**src/fsync_defs.svh**
```systemverilog
//****************************************
// Width and size macros of the 2x2 barrier network.
// Include this file wherever the macros are needed.
//****************************************

`ifndef FSYNC_DEFS_SVH
`define FSYNC_DEFS_SVH

// Width of a barrier id.
`define FSYNC_ID_W 2

// Number of barrier ids, one table entry per id.
`define FSYNC_N_IDS (1 << `FSYNC_ID_W)

// Aggregation width at the CU ports.
// Each level strips one bit on the way up.
`define FSYNC_AGGR_W 3

// Width of the level carried by a wake.
`define FSYNC_LVL_W 2

// Number of compute units in the grid.
`define FSYNC_N_CU 4

`endif

```
**src/fsync_pkg.sv**
```systemverilog
//****************************************
// Shared vector types of the barrier network.
// Imported by every RTL module of the design.
//****************************************

`default_nettype none

`include "fsync_defs.svh"

package fsync_pkg;

  // Barrier id, also the index into every per-id table.
  typedef logic [`FSYNC_ID_W-1:0] fsync_id_t;

  // Level of the node at which a barrier completed.
  typedef logic [`FSYNC_LVL_W-1:0] fsync_lvl_t;

  // Aggregation as sent by a CU.
  // Narrower copies inside the tree use the AGGR_W node parameter.
  typedef logic [`FSYNC_AGGR_W-1:0] fsync_aggr_t;

  // One bit per CU, for sync and wake vectors.
  typedef logic [`FSYNC_N_CU-1:0] fsync_cu_mask_t;

endpackage : fsync_pkg

`default_nettype wire

```
**src/fsync_pair_table.sv**
```systemverilog
//****************************************
// Per-id arrival table of one node.
// Pairs the requests of two children and decodes completions.
//****************************************

`timescale 1ns/10ps
`default_nettype none

`include "fsync_defs.svh"

module fsync_pair_table
  import fsync_pkg::*;
#(
  parameter int unsigned AGGR_W = `FSYNC_AGGR_W
) (
  input  logic                                clk_i,
  input  logic                                reset_i,
  input  logic                                a_sync_i,
  input  logic [AGGR_W-1:0]                   a_aggr_i,
  input  fsync_id_t                           a_id_i,
  input  logic                                b_sync_i,
  input  logic [AGGR_W-1:0]                   b_aggr_i,
  input  fsync_id_t                           b_id_i,
  output logic [`FSYNC_N_IDS-1:0]             done_local_o,
  output logic [`FSYNC_N_IDS-1:0]             done_fwd_o,
  output logic [`FSYNC_N_IDS-1:0][AGGR_W-2:0] fwd_aggr_o
);

  // One child waits on this id.
  logic [`FSYNC_N_IDS-1:0]             pend_q;
  // Set when child b was the first to arrive.
  logic [`FSYNC_N_IDS-1:0]             side_q;
  // Aggregation of the first arrival.
  logic [`FSYNC_N_IDS-1:0][AGGR_W-1:0] aggr_q;

  logic [`FSYNC_N_IDS-1:0]             a_hit;
  logic [`FSYNC_N_IDS-1:0]             b_hit;
  logic [`FSYNC_N_IDS-1:0]             match;
  logic [`FSYNC_N_IDS-1:0][AGGR_W-1:0] in_aggr;
  logic [`FSYNC_N_IDS-1:0][AGGR_W-1:0] pair_aggr;

  // Decode arrivals per id.
  // A pair closes when both arrive together or the partner already waits.
  always_comb begin
    for (int i = 0; i < `FSYNC_N_IDS; i++) begin
      a_hit[i]     = a_sync_i && (a_id_i == fsync_id_t'(i));
      b_hit[i]     = b_sync_i && (b_id_i == fsync_id_t'(i));
      in_aggr[i]   = a_hit[i] ? a_aggr_i : b_aggr_i;
      match[i]     = (a_hit[i] && b_hit[i]) || (pend_q[i] && (a_hit[i] || b_hit[i]));
      pair_aggr[i] = pend_q[i] ? aggr_q[i] : in_aggr[i];
      // Bit 0 set means the barrier ends at this node.
      done_local_o[i] = match[i] && pair_aggr[i][0];
      done_fwd_o[i]   = match[i] && !pair_aggr[i][0];
      // The parent sees the aggregation one level down.
      fwd_aggr_o[i]   = pair_aggr[i][AGGR_W-1:1];
    end
  end

  // Entry state.
  // A match frees the id, a lone arrival claims it.
  always_ff @(posedge clk_i) begin
    if (reset_i) begin
      pend_q <= '0;
      side_q <= '0;
    end else begin
      for (int i = 0; i < `FSYNC_N_IDS; i++) begin
        if (match[i]) begin
          pend_q[i] <= 1'b0;
        end else if (a_hit[i] || b_hit[i]) begin
          pend_q[i] <= 1'b1;
          side_q[i] <= b_hit[i];
        end
      end
    end
  end

  // Aggregation store, written on the first arrival only.
  always_ff @(posedge clk_i) begin
    for (int i = 0; i < `FSYNC_N_IDS; i++) begin
      if ((a_hit[i] || b_hit[i]) && !pend_q[i]) begin
        aggr_q[i] <= in_aggr[i];
      end
    end
  end

  for (genvar g = 0; g < `FSYNC_N_IDS; g++) begin : gen_chk
    // The waiting child does not send the same id a second time.
    a_no_rearrive : assert property (@(posedge clk_i) disable iff (reset_i)
      pend_q[g] |-> !(side_q[g] ? b_hit[g] : a_hit[g]));

    // The late partner agrees with the stored aggregation.
    a_aggr_late_eq : assert property (@(posedge clk_i) disable iff (reset_i)
      (pend_q[g] && (a_hit[g] || b_hit[g])) |-> (in_aggr[g] == aggr_q[g]));

    // Partners arriving together agree as well.
    a_aggr_same_eq : assert property (@(posedge clk_i) disable iff (reset_i)
      (a_hit[g] && b_hit[g]) |-> (a_aggr_i == b_aggr_i));
  end

  // A zero aggregation would climb past the root.
  a_aggr_nonzero : assert property (@(posedge clk_i) disable iff (reset_i)
    !(a_sync_i && (a_aggr_i == '0)) && !(b_sync_i && (b_aggr_i == '0)));

endmodule : fsync_pair_table

`default_nettype wire

```
**src/fsync_id_queue.sv**
```systemverilog
//****************************************
// Per-id pending bits that put one item per cycle on an output.
// A pass-through item takes the output before any pending id.
//****************************************

`timescale 1ns/10ps
`default_nettype none

`include "fsync_defs.svh"

module fsync_id_queue
  import fsync_pkg::*;
#(
  parameter int unsigned PAYLOAD_W = `FSYNC_LVL_W
) (
  input  logic                                   clk_i,
  input  logic                                   reset_i,
  input  logic [`FSYNC_N_IDS-1:0]                set_i,
  input  logic [`FSYNC_N_IDS-1:0][PAYLOAD_W-1:0] set_payload_i,
  input  logic                                   pass_valid_i,
  input  fsync_id_t                              pass_id_i,
  input  logic [PAYLOAD_W-1:0]                   pass_payload_i,
  output logic                                   out_valid_o,
  output fsync_id_t                              out_id_o,
  output logic [PAYLOAD_W-1:0]                   out_payload_o
);

  logic [`FSYNC_N_IDS-1:0]                pend_q;
  logic [`FSYNC_N_IDS-1:0][PAYLOAD_W-1:0] pay_q;

  logic [`FSYNC_N_IDS-1:0]                cand;
  logic [`FSYNC_N_IDS-1:0][PAYLOAD_W-1:0] cand_pay;
  logic [`FSYNC_N_IDS-1:0]                grant;
  logic                                   sel_found;
  fsync_id_t                              sel_id;

  // New sets compete in the same cycle, so an idle port adds no delay.
  always_comb begin
    cand      = pend_q | set_i;
    sel_found = 1'b0;
    sel_id    = '0;
    // Scan downward, so the lowest pending id wins.
    for (int i = `FSYNC_N_IDS - 1; i >= 0; i--) begin
      cand_pay[i] = set_i[i] ? set_payload_i[i] : pay_q[i];
      if (cand[i]) begin
        sel_found = 1'b1;
        sel_id    = fsync_id_t'(i);
      end
    end
    grant = '0;
    if (!pass_valid_i && sel_found) begin
      grant[sel_id] = 1'b1;
    end
  end

  // Pending ids stay until granted.
  always_ff @(posedge clk_i) begin
    if (reset_i) begin
      pend_q      <= '0;
      out_valid_o <= 1'b0;
    end else begin
      pend_q      <= cand & ~grant;
      out_valid_o <= pass_valid_i || sel_found;
    end
  end

  // Payload per id, and the registered output item.
  always_ff @(posedge clk_i) begin
    for (int i = 0; i < `FSYNC_N_IDS; i++) begin
      if (set_i[i]) begin
        pay_q[i] <= set_payload_i[i];
      end
    end
    if (pass_valid_i) begin
      out_id_o      <= pass_id_i;
      out_payload_o <= pass_payload_i;
    end else begin
      out_id_o      <= sel_id;
      out_payload_o <= cand_pay[sel_id];
    end
  end

  // An id completes again only after its previous item has left.
  a_set_free : assert property (@(posedge clk_i) disable iff (reset_i)
    (set_i & pend_q) == '0);

endmodule : fsync_id_queue

`default_nettype wire

```
**src/fsync_pair_node.sv**
```systemverilog
//****************************************
// One barrier node joining two children.
// Completes locally or forwards up, and relays wakes from above.
//****************************************

`timescale 1ns/10ps
`default_nettype none

`include "fsync_defs.svh"

module fsync_pair_node
  import fsync_pkg::*;
#(
  parameter int unsigned LEVEL  = 0,
  parameter int unsigned AGGR_W = `FSYNC_AGGR_W
) (
  input  logic              clk_i,
  input  logic              reset_i,
  // Child requests.
  input  logic              a_sync_i,
  input  logic [AGGR_W-1:0] a_aggr_i,
  input  fsync_id_t         a_id_i,
  input  logic              b_sync_i,
  input  logic [AGGR_W-1:0] b_aggr_i,
  input  fsync_id_t         b_id_i,
  // Wake shared by both children.
  output logic              wake_o,
  output fsync_lvl_t        lvl_o,
  output fsync_id_t         id_o,
  // Parent side.
  output logic              up_sync_o,
  output logic [AGGR_W-2:0] up_aggr_o,
  output fsync_id_t         up_id_o,
  input  logic              up_wake_i,
  input  fsync_lvl_t        up_lvl_i,
  input  fsync_id_t         up_id_i
);

  logic [`FSYNC_N_IDS-1:0]                  done_local;
  logic [`FSYNC_N_IDS-1:0]                  done_fwd;
  logic [`FSYNC_N_IDS-1:0][AGGR_W-2:0]      fwd_aggr;
  logic [`FSYNC_N_IDS-1:0][`FSYNC_LVL_W-1:0] local_lvl;

  // Local completions report this node's level.
  assign local_lvl = {`FSYNC_N_IDS{fsync_lvl_t'(LEVEL)}};

  fsync_pair_table #(
    .AGGR_W (AGGR_W)
  ) u_table (
    .clk_i        (clk_i),
    .reset_i      (reset_i),
    .a_sync_i     (a_sync_i),
    .a_aggr_i     (a_aggr_i),
    .a_id_i       (a_id_i),
    .b_sync_i     (b_sync_i),
    .b_aggr_i     (b_aggr_i),
    .b_id_i       (b_id_i),
    .done_local_o (done_local),
    .done_fwd_o   (done_fwd),
    .fwd_aggr_o   (fwd_aggr)
  );

  // Downward queue.
  // Wakes from above go straight through and hold off local wakes.
  fsync_id_queue #(
    .PAYLOAD_W (`FSYNC_LVL_W)
  ) u_wake_q (
    .clk_i          (clk_i),
    .reset_i        (reset_i),
    .set_i          (done_local),
    .set_payload_i  (local_lvl),
    .pass_valid_i   (up_wake_i),
    .pass_id_i      (up_id_i),
    .pass_payload_i (up_lvl_i),
    .out_valid_o    (wake_o),
    .out_id_o       (id_o),
    .out_payload_o  (lvl_o)
  );

  // Upward queue, carrying the shifted aggregation.
  // Nothing passes through on this side.
  fsync_id_queue #(
    .PAYLOAD_W (AGGR_W - 1)
  ) u_fwd_q (
    .clk_i          (clk_i),
    .reset_i        (reset_i),
    .set_i          (done_fwd),
    .set_payload_i  (fwd_aggr),
    .pass_valid_i   (1'b0),
    .pass_id_i      ('0),
    .pass_payload_i ('0),
    .out_valid_o    (up_sync_o),
    .out_id_o       (up_id_o),
    .out_payload_o  (up_aggr_o)
  );

endmodule : fsync_pair_node

`default_nettype wire

```
**src/fsync_2x2.sv**
```systemverilog
//****************************************
// Top of the 2x2 barrier network.
// Rows and columns each get two level-0 nodes under one level-1 node.
//****************************************

`timescale 1ns/10ps
`default_nettype none

`include "fsync_defs.svh"

module fsync_2x2
  import fsync_pkg::*;
(
  input  logic                             clk_i,
  input  logic                             reset_i,
  // Horizontal CU ports.
  input  fsync_cu_mask_t                   h_sync_i,
  input  fsync_aggr_t [`FSYNC_N_CU-1:0]    h_aggr_i,
  input  fsync_id_t   [`FSYNC_N_CU-1:0]    h_id_i,
  output fsync_cu_mask_t                   h_wake_o,
  output fsync_lvl_t  [`FSYNC_N_CU-1:0]    h_lvl_o,
  output fsync_id_t   [`FSYNC_N_CU-1:0]    h_id_o,
  // Vertical CU ports.
  input  fsync_cu_mask_t                   v_sync_i,
  input  fsync_aggr_t [`FSYNC_N_CU-1:0]    v_aggr_i,
  input  fsync_id_t   [`FSYNC_N_CU-1:0]    v_id_i,
  output fsync_cu_mask_t                   v_wake_o,
  output fsync_lvl_t  [`FSYNC_N_CU-1:0]    v_lvl_o,
  output fsync_id_t   [`FSYNC_N_CU-1:0]    v_id_o,
  // Horizontal upward port.
  output logic                             h_up_sync_o,
  output logic [`FSYNC_AGGR_W-3:0]         h_up_aggr_o,
  output fsync_id_t                        h_up_id_o,
  input  logic                             h_up_wake_i,
  input  fsync_lvl_t                       h_up_lvl_i,
  input  fsync_id_t                        h_up_id_i,
  // Vertical upward port.
  output logic                             v_up_sync_o,
  output logic [`FSYNC_AGGR_W-3:0]         v_up_aggr_o,
  output fsync_id_t                        v_up_id_o,
  input  logic                             v_up_wake_i,
  input  fsync_lvl_t                       v_up_lvl_i,
  input  fsync_id_t                        v_up_id_i
);

  // Aggregation width between level 0 and level 1.
  localparam int unsigned L1_AGGR_W = `FSYNC_AGGR_W - 1;

  // Direction index 0 is horizontal, 1 is vertical.
  fsync_cu_mask_t                cu_sync [2];
  fsync_aggr_t [`FSYNC_N_CU-1:0] cu_aggr [2];
  fsync_id_t   [`FSYNC_N_CU-1:0] cu_id   [2];
  fsync_cu_mask_t                cu_wake [2];
  fsync_lvl_t  [`FSYNC_N_CU-1:0] cu_lvl  [2];
  fsync_id_t   [`FSYNC_N_CU-1:0] cu_wid  [2];

  // Level-0 node outputs, by direction and node.
  logic                 l0_wake    [2][2];
  fsync_lvl_t           l0_lvl     [2][2];
  fsync_id_t            l0_id      [2][2];
  logic                 l0_up_sync [2][2];
  logic [L1_AGGR_W-1:0] l0_up_aggr [2][2];
  fsync_id_t            l0_up_id   [2][2];

  // Level-1 wakes back to level 0, and the upward ports.
  logic                 l1_wake [2];
  fsync_lvl_t           l1_lvl  [2];
  fsync_id_t            l1_id   [2];
  logic                 up_sync [2];
  logic [L1_AGGR_W-2:0] up_aggr [2];
  fsync_id_t            up_id   [2];
  logic                 up_wake [2];
  fsync_lvl_t           up_lvl  [2];
  fsync_id_t            up_wid  [2];

  assign cu_sync[0] = h_sync_i;
  assign cu_aggr[0] = h_aggr_i;
  assign cu_id[0]   = h_id_i;
  assign cu_sync[1] = v_sync_i;
  assign cu_aggr[1] = v_aggr_i;
  assign cu_id[1]   = v_id_i;

  assign h_wake_o = cu_wake[0];
  assign h_lvl_o  = cu_lvl[0];
  assign h_id_o   = cu_wid[0];
  assign v_wake_o = cu_wake[1];
  assign v_lvl_o  = cu_lvl[1];
  assign v_id_o   = cu_wid[1];

  assign h_up_sync_o = up_sync[0];
  assign h_up_aggr_o = up_aggr[0];
  assign h_up_id_o   = up_id[0];
  assign v_up_sync_o = up_sync[1];
  assign v_up_aggr_o = up_aggr[1];
  assign v_up_id_o   = up_id[1];

  assign up_wake[0] = h_up_wake_i;
  assign up_lvl[0]  = h_up_lvl_i;
  assign up_wid[0]  = h_up_id_i;
  assign up_wake[1] = v_up_wake_i;
  assign up_lvl[1]  = v_up_lvl_i;
  assign up_wid[1]  = v_up_id_i;

  for (genvar d = 0; d < 2; d++) begin : gen_dir
    for (genvar n = 0; n < 2; n++) begin : gen_l0
      // Rows pair CUs 2n and 2n+1.
      // Columns pair n and n+2, which is the transpose.
      localparam int unsigned CU_A = (d == 0) ? 2 * n : n;
      localparam int unsigned CU_B = (d == 0) ? 2 * n + 1 : n + 2;

      fsync_pair_node #(
        .LEVEL  (0),
        .AGGR_W (`FSYNC_AGGR_W)
      ) u_l0 (
        .clk_i     (clk_i),
        .reset_i   (reset_i),
        .a_sync_i  (cu_sync[d][CU_A]),
        .a_aggr_i  (cu_aggr[d][CU_A]),
        .a_id_i    (cu_id[d][CU_A]),
        .b_sync_i  (cu_sync[d][CU_B]),
        .b_aggr_i  (cu_aggr[d][CU_B]),
        .b_id_i    (cu_id[d][CU_B]),
        .wake_o    (l0_wake[d][n]),
        .lvl_o     (l0_lvl[d][n]),
        .id_o      (l0_id[d][n]),
        .up_sync_o (l0_up_sync[d][n]),
        .up_aggr_o (l0_up_aggr[d][n]),
        .up_id_o   (l0_up_id[d][n]),
        .up_wake_i (l1_wake[d]),
        .up_lvl_i  (l1_lvl[d]),
        .up_id_i   (l1_id[d])
      );
    end

    // Level 1 joins the two level-0 nodes of one direction.
    fsync_pair_node #(
      .LEVEL  (1),
      .AGGR_W (L1_AGGR_W)
    ) u_l1 (
      .clk_i     (clk_i),
      .reset_i   (reset_i),
      .a_sync_i  (l0_up_sync[d][0]),
      .a_aggr_i  (l0_up_aggr[d][0]),
      .a_id_i    (l0_up_id[d][0]),
      .b_sync_i  (l0_up_sync[d][1]),
      .b_aggr_i  (l0_up_aggr[d][1]),
      .b_id_i    (l0_up_id[d][1]),
      .wake_o    (l1_wake[d]),
      .lvl_o     (l1_lvl[d]),
      .id_o      (l1_id[d]),
      .up_sync_o (up_sync[d]),
      .up_aggr_o (up_aggr[d]),
      .up_id_o   (up_id[d]),
      .up_wake_i (up_wake[d]),
      .up_lvl_i  (up_lvl[d]),
      .up_id_i   (up_wid[d])
    );

    // Each node wake fans out to both of its CUs.
    for (genvar c = 0; c < `FSYNC_N_CU; c++) begin : gen_fan
      localparam int unsigned NODE = (d == 0) ? c / 2 : c % 2;

      assign cu_wake[d][c] = l0_wake[d][NODE];
      assign cu_lvl[d][c]  = l0_lvl[d][NODE];
      assign cu_wid[d][c]  = l0_id[d][NODE];
    end
  end

endmodule : fsync_2x2

`default_nettype wire

```
**config.mk**
```make
export PLATFORM = sky130hd
export DESIGN_NAME = fsync_2x2
export DESIGN_NICKNAME = d
export VERILOG_FILES = /design/src/fsync_pkg.sv /design/src/fsync_pair_table.sv /design/src/fsync_id_queue.sv /design/src/fsync_pair_node.sv /design/src/fsync_2x2.sv
export VERILOG_INCLUDE_DIRS = /design/src
export SDC_FILE = /design/constraint.sdc
export NUM_CORES = 1
export LEC_CHECK = 0
export BUFFER_PORTS_ARGS = -buffer_cell sky130_fd_sc_hd__buf_2
export CORE_AREA = 3 3 223 116
export CTS_CLUSTER_DIAMETER = 200
export DETAILED_ROUTE_END_ITERATION = 16
export DIE_AREA = 0 0 226 119
export PLACE_DENSITY = 0.73
export SYNTH_ARGS = -nofsm -noshare
export SYNTH_HDL_FRONTEND = slang
export SYNTH_SLANG_ARGS = --single-unit
```
**constraint.sdc**
```tcl
create_clock -name clk_i -period 6.8 [get_ports clk_i]
set_input_delay 1.02 -clock clk_i [delete_from_list [all_inputs] [get_ports clk_i]]
set_output_delay 1.02 -clock clk_i [all_outputs]
set_load 0.05 [all_outputs]
```
==> results by stage, run 1 <==
Outcome:
- The flow ran to the end, and the final reports show no timing, DRC or antenna violations.

Worst setup path:
- The endpoint of the worst-slack reg-to-reg timing path is gen_dir[0].u_l1.u_fwd_q.out_payload_o.
- The cell count of the worst reg-to-reg path is 6.
- The critical path capture point is gen_dir[0].gen_l0[1].u_l0.u_fwd_q.out_payload_o[1].
- The critical register-to-register path startpoint is gen_dir[0].gen_l0[1].u_l0.u_fwd_q.out_id_o[1].
- The worst register-to-register path has a setup slack of 4540 ps.
- The worst setup path is launched from a primary input.
- The endpoint kind of the worst setup timing path is a register.
- The required time of the critical path is 7220 ps.
- Along the worst path, the maximum fanout reaches 6.
- The origin of the worst setup path is h_id_i[5].
- The critical setup path kind is primary input to register.
- The critical path arrival is 2980 ps.

STA:
- The max-slew violation count is 0.
- The minimum setup slack in the final design is 4240 ps.
- The sum of negative setup slack is 0 ps.
- Static timing analysis puts the maximum clock frequency at 391 MHz.
- The max-slew headroom at the worst pin is 0.321.
- Setup repair after global routing left no endpoint under its margin.
- The number of failing hold endpoints at the final stage is 0.
- The number of failing setup endpoints in the final timing report is 0.
- The part of the cycle the worst path needs is 0.376.
- The setup skew after layout is 10.2 ps.
- Subtracting the final worst setup slack from the clock period gives 2560 ps.
- The actual slew at the worst max-slew pin is 1020 ps.

Clock tree:
- The TritonCTS sink count is 282.
- The count of hold buffers inserted by post-cts repair is 0.
- The CTS tree is yes.
- The later pin in the worst-skew pair is clocked with a latency of 540 ps.
- TritonCTS created 26 clock buffers.
- The clock-pin slew reported for the worst setup and hold paths after clock tree synthesis is 70 ps.
- The number of resized instances in the post-cts repair step is 0.
- The root buffer selected by CTS is sky130_fd_sc_hd__clkbuf_16.
- The buffer count from post-CTS setup fixing is 0.
- The buffer levels on the longest clock path is 3.
- The maximum level of the CTS H-tree is 1.

Route:
- The routed length per instance is 16.8 um.
- Wires add up to 28800 um.
- The first routing iteration left 713 violations.
- Across all layers, the routed design uses 9955 vias.
- The count of nets left with antenna violations once routing finished came out at 0.
- The pre-antenna-repair detailed-routing pass consisted of 5 iterations.
- In the routed layout, each cell is associated on average with a via count of 5.80.
- The number of DRC violations after detailed routing is 0.

Global routing:
- The global-route usage over all layers is 0.211.
- The maximum number of pins on one net before global-route repair is 79.
- The global-route wire length before repair is 47200 um.
- Summed over all layers, the global routing overflow is 0.
- The initial antenna violation count is 0.
- The via count of the first global-routing pass is 9597.

Die:
- The die covers 26900 um^2.
- The area inside the core boundary is 23900 um^2.
- In this run the count of I/O pins placed on the die edge is 108.
- The initial cell density of the core is 0.551.
- In this run the vertical extent of the chip is 119 um.
- The die outline width is 226 um.
- The number of rows in the core area is 40.

Job:
- The reported max-cap violation count is 0.

Synthesis:
- The most used flip-flop cell after synthesis is sky130_fd_sc_hd__dfxtp_1.
- Dividing the synthesized area by the synthesized cell count gives 9.99 um^2.
- The largest area contributor in the synthesized netlist is sky130_fd_sc_hd__dfxtp_1.
- Ranked by total cell area, the synthesized netlist is headed by sky130_fd_sc_hd__dfxtp_1 33%, sky130_fd_sc_hd__edfxtp_1 15%, sky130_fd_sc_hd__mux2_2 8.3%, sky130_fd_sc_hd__nand2_1 2.6%, sky130_fd_sc_hd__nor2_1 2.3%.
- The synthesized netlist contains 90 unique library cells.
- Counting flops with a built-in enable in the synthesized netlist gives 64.
- The count of synthesis-stage warnings from yosys is 0.
- The cell area after technology mapping is 13100 um^2.
- Counting flops with an async set or reset pin after synthesis yields a share of 0.
- The top-area cell type share of the netlist area is 0.332.
- In the synthesized netlist, the number of instances is 1316.
- Counting flops and latches in the post-synthesis netlist gives 282.
- For this run, the register share of the synthesized area comes to 0.478.

Power and ir drop:
- VDD sags by at most 166 uV.
- After layout, the design draws a total of 4.17 mW.
- The leakage power total is 5.91 nW.
- Dividing total power by cell area gives a power density of 286 nW/um^2.

Final layout:
- For this run, the post-layout net count is 1440.
- The commonest non-fill, non-tap cell in the layout is sky130_fd_sc_hd__dfxtp_1.
- The area added between synthesis and finish is 10.9%.
- The library cells used most frequently in the layout, excluding fill and tap cells, are 218 x sky130_fd_sc_hd__dfxtp_1, 107 x sky130_fd_sc_hd__buf_2, 97 x sky130_fd_sc_hd__mux2_2, 92 x sky130_fd_sc_hd__nand2_1, 81 x sky130_fd_sc_hd__nor2_1.
- The utilization after layout is 0.610.
- Of the cells placed in the final design, the portion with a size suffix greater than 1 is 0.212.
- The number of filler cells placed in the layout is 2004.
- The number of antenna diodes in the final layout is 0.

Worst hold path:
- In this run the worst hold path is classified as register to register.

Placed design:
- Routability-driven placement finished with a final weighted congestion of 0.933.
- The HPWL after detailed placement is 20600 um.
- The count of buffers added on input and output ports is 107.
- Prior to clock tree synthesis, the placed netlist has a worst setup slack of 3720 ps.
-- cell type report --
cell class	count	area, um^2	share of cell area
Sequential cell	282	6290	0.431
Multi-Input combinational cell	909	6250	0.429
Clock buffer	39	772	0.0530
Timing Repair Buffer	108	543	0.0373
Tap cell	315	394	0.0270
Inverter	53	199	0.0137
Clock inverter	9	126	0.00867
-- flip-flops by register name, summed over array words and instances (netlist names) --
name / flops
gen_dir.gen_l0.u_l0.u_fwd_q.out_id_o: 8
gen_dir.gen_l0.u_l0.u_fwd_q.out_payload_o: 8
gen_dir.gen_l0.u_l0.u_fwd_q.out_valid_o: 4
gen_dir.gen_l0.u_l0.u_fwd_q.pay_q: 32
gen_dir.gen_l0.u_l0.u_fwd_q.pend_q: 16
gen_dir.gen_l0.u_l0.u_table.aggr_q: 48
gen_dir.gen_l0.u_l0.u_table.pend_q: 16
gen_dir.gen_l0.u_l0.u_wake_q.out_id_o: 8
gen_dir.gen_l0.u_l0.u_wake_q.out_payload_o: 8
gen_dir.gen_l0.u_l0.u_wake_q.out_valid_o: 4
gen_dir.gen_l0.u_l0.u_wake_q.pay_q: 32
gen_dir.gen_l0.u_l0.u_wake_q.pend_q: 16
gen_dir.u_l1.u_fwd_q.out_id_o: 4
gen_dir.u_l1.u_fwd_q.out_payload_o: 2
gen_dir.u_l1.u_fwd_q.out_valid_o: 2
gen_dir.u_l1.u_fwd_q.pay_q: 8
gen_dir.u_l1.u_fwd_q.pend_q: 8
gen_dir.u_l1.u_table.aggr_q: 16
gen_dir.u_l1.u_table.pend_q: 8
gen_dir.u_l1.u_wake_q.out_id_o: 4
gen_dir.u_l1.u_wake_q.out_payload_o: 4
gen_dir.u_l1.u_wake_q.out_valid_o: 2
gen_dir.u_l1.u_wake_q.pay_q: 16
gen_dir.u_l1.u_wake_q.pend_q: 8
-- through the flow --
stage,cells,hold WS (ps),area [um^2]
2_1_floorplan,1321,392,13200
3_3_place_gp,1667,406,13700
3_5_place_dp,1667,407,13700
4_1_cts,1715,422,14600
5_1_grt,1715,447,14600
6_report,1715,428,14600
-- critical path: stages --
cell                        delay [ps]
sky130_fd_sc_hd__buf_2             170
sky130_fd_sc_hd__nand4bb_1         240
sky130_fd_sc_hd__or4_1             490
sky130_fd_sc_hd__o22ai_2           270
sky130_fd_sc_hd__mux2_2            380
sky130_fd_sc_hd__nor2b_1           130
sky130_fd_sc_hd__a211o_1           280
-- how the worst min path moves through the flow --
stage                                                startpoint                                     endpoint  depth (start not counted)
floorplan                     gen_dir[1].u_l1.u_wake_q.pay_q[2]            gen_dir[1].u_l1.u_wake_q.pay_q[2]                          2
global placement              gen_dir[1].u_l1.u_wake_q.pay_q[2]            gen_dir[1].u_l1.u_wake_q.pay_q[2]                          2
detailed placement            gen_dir[1].u_l1.u_wake_q.pay_q[2]            gen_dir[1].u_l1.u_wake_q.pay_q[2]                          2
CTS                           gen_dir[1].u_l1.u_wake_q.pay_q[2]            gen_dir[1].u_l1.u_wake_q.pay_q[2]                          2
global route        gen_dir[1].gen_l0[1].u_l0.u_wake_q.pay_q[4]  gen_dir[1].gen_l0[1].u_l0.u_wake_q.pay_q[4]                          2
finish                        gen_dir[1].u_l1.u_wake_q.pay_q[2]            gen_dir[1].u_l1.u_wake_q.pay_q[2]                          2
-- cell usage after synthesis, drive strengths merged (33+ instances only) --
library cell and instances:
dfxtp 218, mux2 100, nand2 94, nor2 81, edfxtp 64, a21oi 59, inv 53, o21ai 53
buf 44, nor3 39, and2 36, a211oi 33, clkbuf 33
-- cell families (layout without fill, tap and decap cells) --
| group | Yosys count | count (layout) | share of synthesized area |
|---|---|---|---|
| flops | 282 | 282 | 0.478 |
| buf+inv | 130 | 209 | 0.0476 |
| mux | 113 | 113 | 0.0961 |
| compound gates | 298 | 298 | 0.159 |
| xor+xnor | 19 | 19 | 0.0127 |
| other cells | 1 | 6 | 0.000285 |
| simple gates | 473 | 473 | 0.206 |
-- power by group --
| group | total (mW) | switching [mW] | internal [mW] |
|---|---|---|---|
| Sequential | 2.01 | 0.112 | 1.90 |
| Clock | 1.54 | 0.639 | 0.901 |
| Combinational | 0.611 | 0.363 | 0.248 |
| Total | 4.17 | 1.11 | 3.05 |
-- routing by layer --
metal / routed length (um) / global-route usage / share of wire / up-vias
met1: 13700 / 0.289 / 0.48 / 4684
met3: 1340 / 0.0367 / 0.046 / 43
met5: 0 / 0 / 0 / -
met4: 506 / 0.0472 / 0.018 / 0
met2: 13300 / 0.349 / 0.46 / 242
li1: - / - / - / 4986
Note: power is estimated with default switching activity, not from simulation.
==> run 2, diff against run 1 <==
--- a/config.mk
+++ b/config.mk
@@ -6,12 +6,13 @@
 export SDC_FILE = /design/constraint.sdc
 export NUM_CORES = 1
 export LEC_CHECK = 0
+export ABC_AREA = 1
 export BUFFER_PORTS_ARGS = -buffer_cell sky130_fd_sc_hd__buf_2
-export CORE_AREA = 3 3 223 116
+export CORE_AREA = 3 3 224 116
 export CTS_CLUSTER_DIAMETER = 200
 export DETAILED_ROUTE_END_ITERATION = 16
-export DIE_AREA = 0 0 226 119
-export PLACE_DENSITY = 0.73
+export DIE_AREA = 0 0 227 119
+export PLACE_DENSITY = 0.74
 export SYNTH_ARGS = -nofsm -noshare
 export SYNTH_HDL_FRONTEND = slang
 export SYNTH_SLANG_ARGS = --single-unit
==> constraint.sdc (replaced) <==
create_clock -name clk_i -period 2.4 [get_ports clk_i]
set_input_delay 0.36 -clock clk_i [delete_from_list [all_inputs] [get_ports clk_i]]
set_output_delay 0.36 -clock clk_i [all_outputs]
set_load 0.05 [all_outputs]
==> run 2 against run 1 <==
Net effect:
- synthesized cell count rose by 35%
- flip-flop and latch count stayed put
- critical endpoint is now gen_dir[1].u_l1.u_wake_q.out_payload_o[1]
- clock-buffer cell count is 4 lower
- largest power group unchanged
- critical path depth is 4 higher
==> results by stage, run 2 <==
Outcome:
- The flow ran to the end, and the final reports show no timing, DRC or antenna violations.

Worst setup path:
- STA classifies the critical path endpoint as a register.
- At the worst endpoint, the required time is 2820 ps.
- STA puts the critical path data arrival time at 2440 ps.
- On the worst path, the slowest cell contributes a delay of 540 ps.
- The sort of element at the start of the critical path is a register.
- The most used cell along the critical path is sky130_fd_sc_hd__nand2_1.
- The signal on the critical path passes through nand3_2, nand2_1, nand3_1, nand3_1, nand2_1, nor2_2, nand2_1, nand3_1, nand2_1, nor2_1, nor2_1.
- The critical path is of the register to register type.
- The largest driver fanout on the critical path is 9.
- Among all stages on the critical path, the largest delay is contributed by sky130_fd_sc_hd__dfxtp_1.

Clock tree:
- Counting the buffers created by CTS gives 26.
- The clock passes through at most 3 buffers.
- The root buffer selected by CTS is sky130_fd_sc_hd__clkbuf_16.
- The number of gates resized after CTS was 0.
- The clock-pin slew reported for the worst setup and hold paths after clock tree synthesis is 60 ps.
- Buffers added to address setup during post-CTS repair amount to 0.
- CTS built an H-tree with a depth of 1.
- The clock insertion delay at the later pin of the skew report is 540 ps.
- The TritonCTS sink count is 282.
- The CTS tree is yes.
- The number of hold buffers added after CTS was 0.

Final layout:
- The largest registers in the layout are gen_dir.gen_l0.u_l0.u_table.aggr_q: 48 flops, gen_dir.gen_l0.u_l0.u_fwd_q.pay_q: 32 flops, gen_dir.gen_l0.u_l0.u_wake_q.pay_q: 32 flops.
- The count of cells in the finished layout, fillers not included, comes to 2214.
- In the layout the commonest cells are 490 x sky130_fd_sc_hd__nand2_1, 242 x sky130_fd_sc_hd__inv_1, 218 x sky130_fd_sc_hd__dfxtp_1, 165 x sky130_fd_sc_hd__nand3_1, 143 x sky130_fd_sc_hd__nor2_1.
- The flip-flop count of the largest register, all copies and words added is 48.
- The commonest non-fill, non-tap cell in the layout is sky130_fd_sc_hd__nand2_1.
- The share of layout cells above drive strength 1 is 0.161.
- The final antenna diode count is 0.
- The final layout contains 1939 nets.
- The area of all placed cells without fillers is 14800 um^2.
- The register with the highest flop count is gen_dir.gen_l0.u_l0.u_table.aggr_q.
- Compared with the post-synthesis result, the final layout area differs by 11.9%.

Route:
- The routed length per instance is 12.4 um.
- The routed via count is 10900.
- The routed design has 27500 um of wire.
- The first routing iteration left 666 violations.
- After detailed routing, the number of vias per cell comes to 4.92.
- The first detailed-routing pass took 5 iterations.
- In the routed design, unresolved DRC markers number 0.
- In this run the remaining antenna-violating nets after routing total 0.

Worst hold path:
- The type of the worst min-delay path is primary input to register.

Synthesis:
- The share of the Yosys chip area taken by registers is 0.475.
- The count of synthesis-stage warnings from yosys is 0.
- The cell with the most instances after synthesis is sky130_fd_sc_hd__nand2_1.
- The average cell area after synthesis is 7.43 um^2.
- The synthesized netlist occupies a cell area of 13200 um^2.
- The proportion of synthesized flip-flops having asynchronous set or reset is 0.
- The synthesized design spends more area on one cell type than any other, namely sky130_fd_sc_hd__dfxtp_1.
- The number of flops mapped to enable cells by yosys is 64.
- The number of library cell types mapped by synthesis is 41.
- By count the netlist is led by 490 x sky130_fd_sc_hd__nand2_1, 242 x sky130_fd_sc_hd__inv_1, 218 x sky130_fd_sc_hd__dfxtp_1.
- By area the synthesized netlist is led by sky130_fd_sc_hd__dfxtp_1 33%, sky130_fd_sc_hd__edfxtp_1 15%, sky130_fd_sc_hd__nand2_1 14%, sky130_fd_sc_hd__inv_1 6.9%, sky130_fd_sc_hd__nand3_1 6.2%.
- Among all flip-flop cells after synthesis, the most frequent one is sky130_fd_sc_hd__dfxtp_1.
- The number of cells produced by synthesis is 1782.
- The top-area cell type share of the netlist area is 0.330.
- After synthesis the netlist holds a flip-flop and latch count of 282.

STA:
- The worst pin sits at a relative slew slack of 0.642.
- The actual slew at the worst max-slew pin is 536 ps.
- Dividing the final minimum period by the clock period gives 0.841.
- Timing would allow up to 496 MHz.
- The number of failing hold endpoints at the final stage is 0.
- The max-slew violation count is 0.
- The setup skew after layout is 8.54 ps.
- The number of failing setup endpoints in the final timing report is 0.
- Setup repair after global routing left no endpoint under its margin.
- The sum of negative setup slack is 0 ps.
- Setup slack closes at 382 ps.
- The clock period minus worst slack is 2020 ps.

Global routing:
- The total congestion overflow is 0.
- The initial antenna violation count is 0.
- The global-route usage over all layers is 0.210.
- The first global-routing pass estimated 47500 um of wire.
- The via count of the first global-routing pass came to 10300.
- The maximum number of pins on one net before global-route repair is 40.

Placed design:
- The count of input and output buffers is 107.
- The placed instances occupy a cell area of 14000 um^2.
- Including well taps, the total number of placed cells is 2166.
- The HPWL after detailed placement is 20700 um.
- At the end of routability-driven placement, the weighted congestion stood at 0.841.
- Prior to clock tree synthesis, the placed netlist has a worst setup slack of 379 ps.

Power and ir drop:
- The analysis attributes to cell leakage a power of 7.29 nW.
- Across the VDD grid, the largest voltage drop is 513 uV.
- The total power divided by cell area is 862 nW/um^2.

Die:
- For this design the top-level I/O count stands at 108.
- The die covers 27000 um^2.
- The floorplan has 40 rows.
- For this configuration, the core starts out at a cell density of 0.552.
- The die outline width is 227 um.
- The total area inside the core boundary comes to 24000 um^2.
- From bottom edge to top edge, the die measures 119 um.

Job:
- The reported max-cap violation count is 0.
run 2: power breakdown:
part	switching, mW	internal (mW)
clock	1.80	2.39
combinational	1.88	0.807
sequential	0.303	5.60
total	3.98	8.80
run 2: path summary, 6_finish.rpt:
path,startpoint,to,slack [ps],cells past startpoint
setup reg to reg,gen_dir[1].gen_l0[0].u_l0.u_fwd_q.out_valid_o,gen_dir[1].u_l1.u_wake_q.out_payload_o[1],380,11
setup / recovery,gen_dir[1].gen_l0[0].u_l0.u_fwd_q.out_valid_o,gen_dir[1].u_l1.u_wake_q.out_payload_o[1],380,11
hold reg to reg,gen_dir[0].gen_l0[0].u_l0.u_wake_q.pay_q[4],gen_dir[0].gen_l0[0].u_l0.u_wake_q.pay_q[4],420,2
hold / removal,h_up_id_i[0],gen_dir[0].u_l1.u_wake_q.out_id_o[0],40,3
run 2: metal layers:
layer | part of all wire | routed length, um | track usage
met1 | 0.48 | 13100 | 0.282
met2 | 0.47 | 12900 | 0.358
met3 | 0.037 | 1030 | 0.0367
met4 | 0.018 | 491 | 0.0407
met5 | 0 | 0 | 0
run 2: per-stage QoR:
stage / hold slack (ps) / total power, mW / utilization
after global routing: 27.3 / 13.5 / 0.618
after CTS: 26.3 / 12.9 / 0.618
after global placement: 413 / 8.63 / 0.582
final: 42.5 / 12.8 / 0.618
after floorplan: 404 / 8.08 / -
after detailed placement: 415 / 8.68 / 0.582
run 2: layout make-up:
class,count,area [um^2]
multi-input combinational,1179,5650
timing repair buffer,110,571
tap,315,394
clock inverter,13,93.8
clock buffer,35,778
sequential,282,6290
inverter,280,1050
fill,2177,9150
run 2: kinds of logic (layout without fill, tap and decap cells):
group	Yosys count	in the layout	synth area share
muxes	10	10	0.00756
AOI/OAI and AO/OA	190	190	0.0839
other	1	6	0.000283
DFF	282	282	0.475
buffers and inverters	326	438	0.100
and+or+nand+nor	973	973	0.333
run 2: critical path: cells and delay by family, from the launching register on:
kind	cells	cell delay, ps
DFF	1	540
and+or+nand+nor	11	1370
==> run 3, diff against run 2 <==
--- a/config.mk
+++ b/config.mk
@@ -8,11 +8,11 @@
 export LEC_CHECK = 0
 export ABC_AREA = 1
 export BUFFER_PORTS_ARGS = -buffer_cell sky130_fd_sc_hd__buf_2
-export CORE_AREA = 3 3 224 116
+export CORE_AREA = 3 3 226 117
 export CTS_CLUSTER_DIAMETER = 200
 export DETAILED_ROUTE_END_ITERATION = 16
-export DIE_AREA = 0 0 227 119
-export PLACE_DENSITY = 0.74
+export DIE_AREA = 0 0 229 120
+export PLACE_DENSITY = 0.75
 export SYNTH_ARGS = -nofsm -noshare
 export SYNTH_HDL_FRONTEND = slang
 export SYNTH_SLANG_ARGS = --single-unit
==> constraint.sdc (replaced) <==
create_clock -name clk_i -period 1.8 [get_ports clk_i]
set_input_delay 0.27 -clock clk_i [delete_from_list [all_inputs] [get_ports clk_i]]
set_output_delay 0.27 -clock clk_i [all_outputs]
set_load 0.05 [all_outputs]
==> run 3 against run 2 <==
Net effect:
- the run now ends with negative setup slack left
- design area rose by 14%
- clock skew rose by 15 ps
- wire length up 28%
- hold slack got worse by 27 ps
- clock-buffer cell count stayed put
- flip-flop and latch count stayed put
- final cell count rose by 9.5%
- combinational power rose by 67%
- fmax is 11% higher
- first-iteration DRC count is 76% higher
- critical path depth is 3 higher
- critical path type unchanged
- largest power group unchanged
==> results by stage, run 3 (same netlist as run 2, synthesis figures left out) <==
STA:
- Derived from the worst setup path, the maximum achievable clock frequency is 551 MHz.
- Setup repair after global routing could not meet its margin everywhere.
- Once routing completed, OpenROAD measured the worst setup slack at -13.8 ps.
- Clock skew on the completed layout was measured at 23.5 ps.
- The tightest hold path in the finished design has a slack of 15.2 ps.
- The max-slew violation count is 0.
- Subtracting the final worst setup slack from the clock period gives 1810 ps.
- The number of failing setup endpoints in the final timing report is 1.
- The actual slew at the worst max-slew pin is 563 ps.
- The part of the cycle the worst path needs is 1.01.
- The number of failing hold endpoints at the final stage came to 0.
- The sum of negative setup slack is -13.8 ps.
- The max-slew headroom at the worst pin is 0.625.

Power and ir drop:
- Dividing total power by cell area gives a power density of 1070 nW/um^2.
- The completed layout was analyzed and its total power is 18.0 mW.
- Of the total power, registers draw 0.439.
- Of the total power, combinational logic draws 0.249.
- The analysis attributes to cell leakage a power of 8.26 nW.
- IR analysis of the VDD net gives a maximum drop of 720 uV.
- Of the total power, the share spent switching nets is 0.324.
- The internal power is 12.2 mW.
- Of the total power, the clock network draws 0.313.
- In this run the power spent charging and discharging nets is 5.85 mW.

Clock tree:
- The maximum level of the CTS H-tree is 1.
- The number of buffers created by CTS is 26.
- The later pin in the worst-skew pair is clocked with a latency of 550 ps.
- The buffer levels on the longest clock path is 3.
- The CTS tree is yes.
- After clock tree synthesis, the clock-pin slew on the worst setup and hold paths is 70 ps.
- The TritonCTS sink count is 282.
- The cell sitting at the root of the clock tree is a sky130_fd_sc_hd__clkbuf_16.

Placed design:
- The count of input and output buffers is 107.
- After detailed placement, the design holds a cell count of 2360.
- The routability congestion estimate is 0.899.
- The HPWL after detailed placement is 25900 um.
- Timing analysis after detailed placement gives a worst setup slack of -159 ps.
- Once placement finished, the instance area stood at 15300 um^2.

Worst setup path:
- The critical setup path kind is register to register.
- The most critical setup path has its startpoint at gen_dir[1].gen_l0[0].u_l0.u_fwd_q.out_id_o[1].
- STA classifies the critical path endpoint as a register.
- The critical register-to-register path startpoint is gen_dir[1].gen_l0[0].u_l0.u_fwd_q.out_id_o[1].
- The setup check on the worst reg-to-reg path leaves a slack of -10 ps.
- The top cell family by delay on the critical path is simple AND/OR/NAND/NOR gates.
- For the worst setup path, the data required time is 2220 ps.
- The signal on the critical path passes through buf_6, nand3_4, nand2_4, nand3_2, nand2_2, buf_4, nor2_2, or2_1, nand3_1, nand2_1, inv_1, nand2_1, nor2_1, nor2_1.
- Of all nets on the critical path, the largest fanout is 4.
- STA classifies the critical path startpoint as a register.
- The library cell contributing the largest single delay on the critical path is sky130_fd_sc_hd__dfxtp_4.
- Data arrives at the worst endpoint at 2230 ps.
- On the worst path, the slowest cell contributes a delay of 370 ps.
- The sum of buffers and inverters on the critical path is 3.

Route:
- The pre-antenna-repair detailed-routing pass consisted of 6 iterations.
- Dividing the detail-routed via count by the number of cells gives 5.04.
- The total detailed-routing wirelength is 35200 um.
- After detailed routing, the average wire length per cell comes to 14.5 um.
- The DRC marker count from the first detailed-route iteration is 1170.
- The routed via count is 12200.
- The residual antenna-violating net count after detailed routing is 0.
- After detailed routing, the number of remaining DRC violations is 0.

Final layout:
- The final antenna diode count is 0.
- The flip-flop count of the largest register, all copies and words added is 48.
- The library cell used most frequently in the layout, excluding fill and tap cells, is sky130_fd_sc_hd__nand2_1.
- Leaving out fill and tap cells, the most frequent cells in the layout are 430 x sky130_fd_sc_hd__nand2_1, 236 x sky130_fd_sc_hd__inv_1, 202 x sky130_fd_sc_hd__dfxtp_1, 167 x sky130_fd_sc_hd__buf_4, 137 x sky130_fd_sc_hd__nand3_1.
- At the end of the flow, the number of nets in the layout was 2120.
- The finished cells cover 16900 um^2.
- The share of layout cells above drive strength 1 is 0.297.
- The register with the highest flop count is gen_dir.gen_l0.u_l0.u_table.aggr_q.
- The area added between synthesis and finish is 27.7%.
- In the final layout, the registers with the most flip-flops are gen_dir.gen_l0.u_l0.u_table.aggr_q: 48 flops, gen_dir.gen_l0.u_l0.u_fwd_q.pay_q: 32 flops, gen_dir.gen_l0.u_l0.u_wake_q.pay_q: 32 flops.
- Measured on the finished design, the core utilization comes to 0.681.
- Excluding fillers, the count of instances in the completed layout stands at 2424.

Die:
- The die covers 27500 um^2.
- The initial cell density of the core is 0.533.
- In this run the count of I/O pins placed on the die edge is 108.
- The die outline width is 229 um.
- The floorplan step set the die height to 120 um.
- After floorplanning, the core was divided into 41 placement rows.
- The core region is 24800 um^2.

Worst hold path:
- The path class of the tightest hold or removal check is primary input to register.
- The start point of the worst min-delay path is h_up_wake_i.

Job:
- The reported max-cap violation count is 0.

Global routing:
- The via count of the first global-routing pass is 10900.
- The total congestion overflow is 0.
- The maximum number of pins on one net before global-route repair is 40.
- For this run, the total global-route usage over all layers was measured as 0.244.
- The first global-routing pass estimated 54700 um of wire.
- The initial antenna violation count is 0.

Outcome:
- The flow ran to the end, but the final reports show violations.
- The checks that failed: negative setup slack.
## run 3: cell types whose count changed in the layout (fill, tap and decap cells not counted), sizes merged
| cell | change |
|---|---|
| inv | -2 |
| dlygate4sd3 | +6 |
| buf | +175 |
| clkinv | +2 |
## run 3: cell type report
| cell class | count | area [um^2] |
|---|---|---|
| Multi-Input combinational cell | 1179 | 6230 |
| Tap cell | 344 | 430 |
| Inverter | 280 | 1060 |
| Clock buffer | 35 | 778 |
| Clock inverter | 13 | 93.8 |
| Fill cell | 2067 | 7920 |
| Timing Repair Buffer | 291 | 2000 |
| Sequential cell | 282 | 6320 |
## run 3: final timing paths
| kind | to | cells after the start |
|---|---|---|
| setup / recovery | gen_dir[1].u_l1.u_wake_q.out_payload_o[0] | 14 |
| hold / removal | gen_dir[0].u_l1.u_wake_q.out_id_o[1] | 2 |
| setup reg to reg | gen_dir[1].u_l1.u_wake_q.out_payload_o[0] | 14 |
| hold reg to reg | gen_dir[1].gen_l0[1].u_l0.u_wake_q.pay_q[2] | 2 |
## run 3: repair_timing
item | CTS | global route
endpoints found under the setup margin | 14 | 45
buffers inserted | 1 | 9
resized for setup | 29 | 166
pin swaps | 5 | 43
hold buffers | 6 | 0
hold endpoints to repair | 6 | 0
## run 3: routing by layer
metal  GRT usage  part of all wire
met1       0.389              0.51
met2       0.349              0.42
met3      0.0427             0.068
met4      0.0317            0.0080
met5           0                 0
## run 3: power by group through the flow
stage                     Clock (mW)  Sequential [mW]  Combinational [mW]
after floorplan                    0             8.24                2.53
after global placement             0             7.98                3.99
after detailed placement           0             8.01                4.08
after CTS                       5.71             7.88                4.18
after global routing            6.01             7.98                4.94
final                           5.64             7.91                4.48
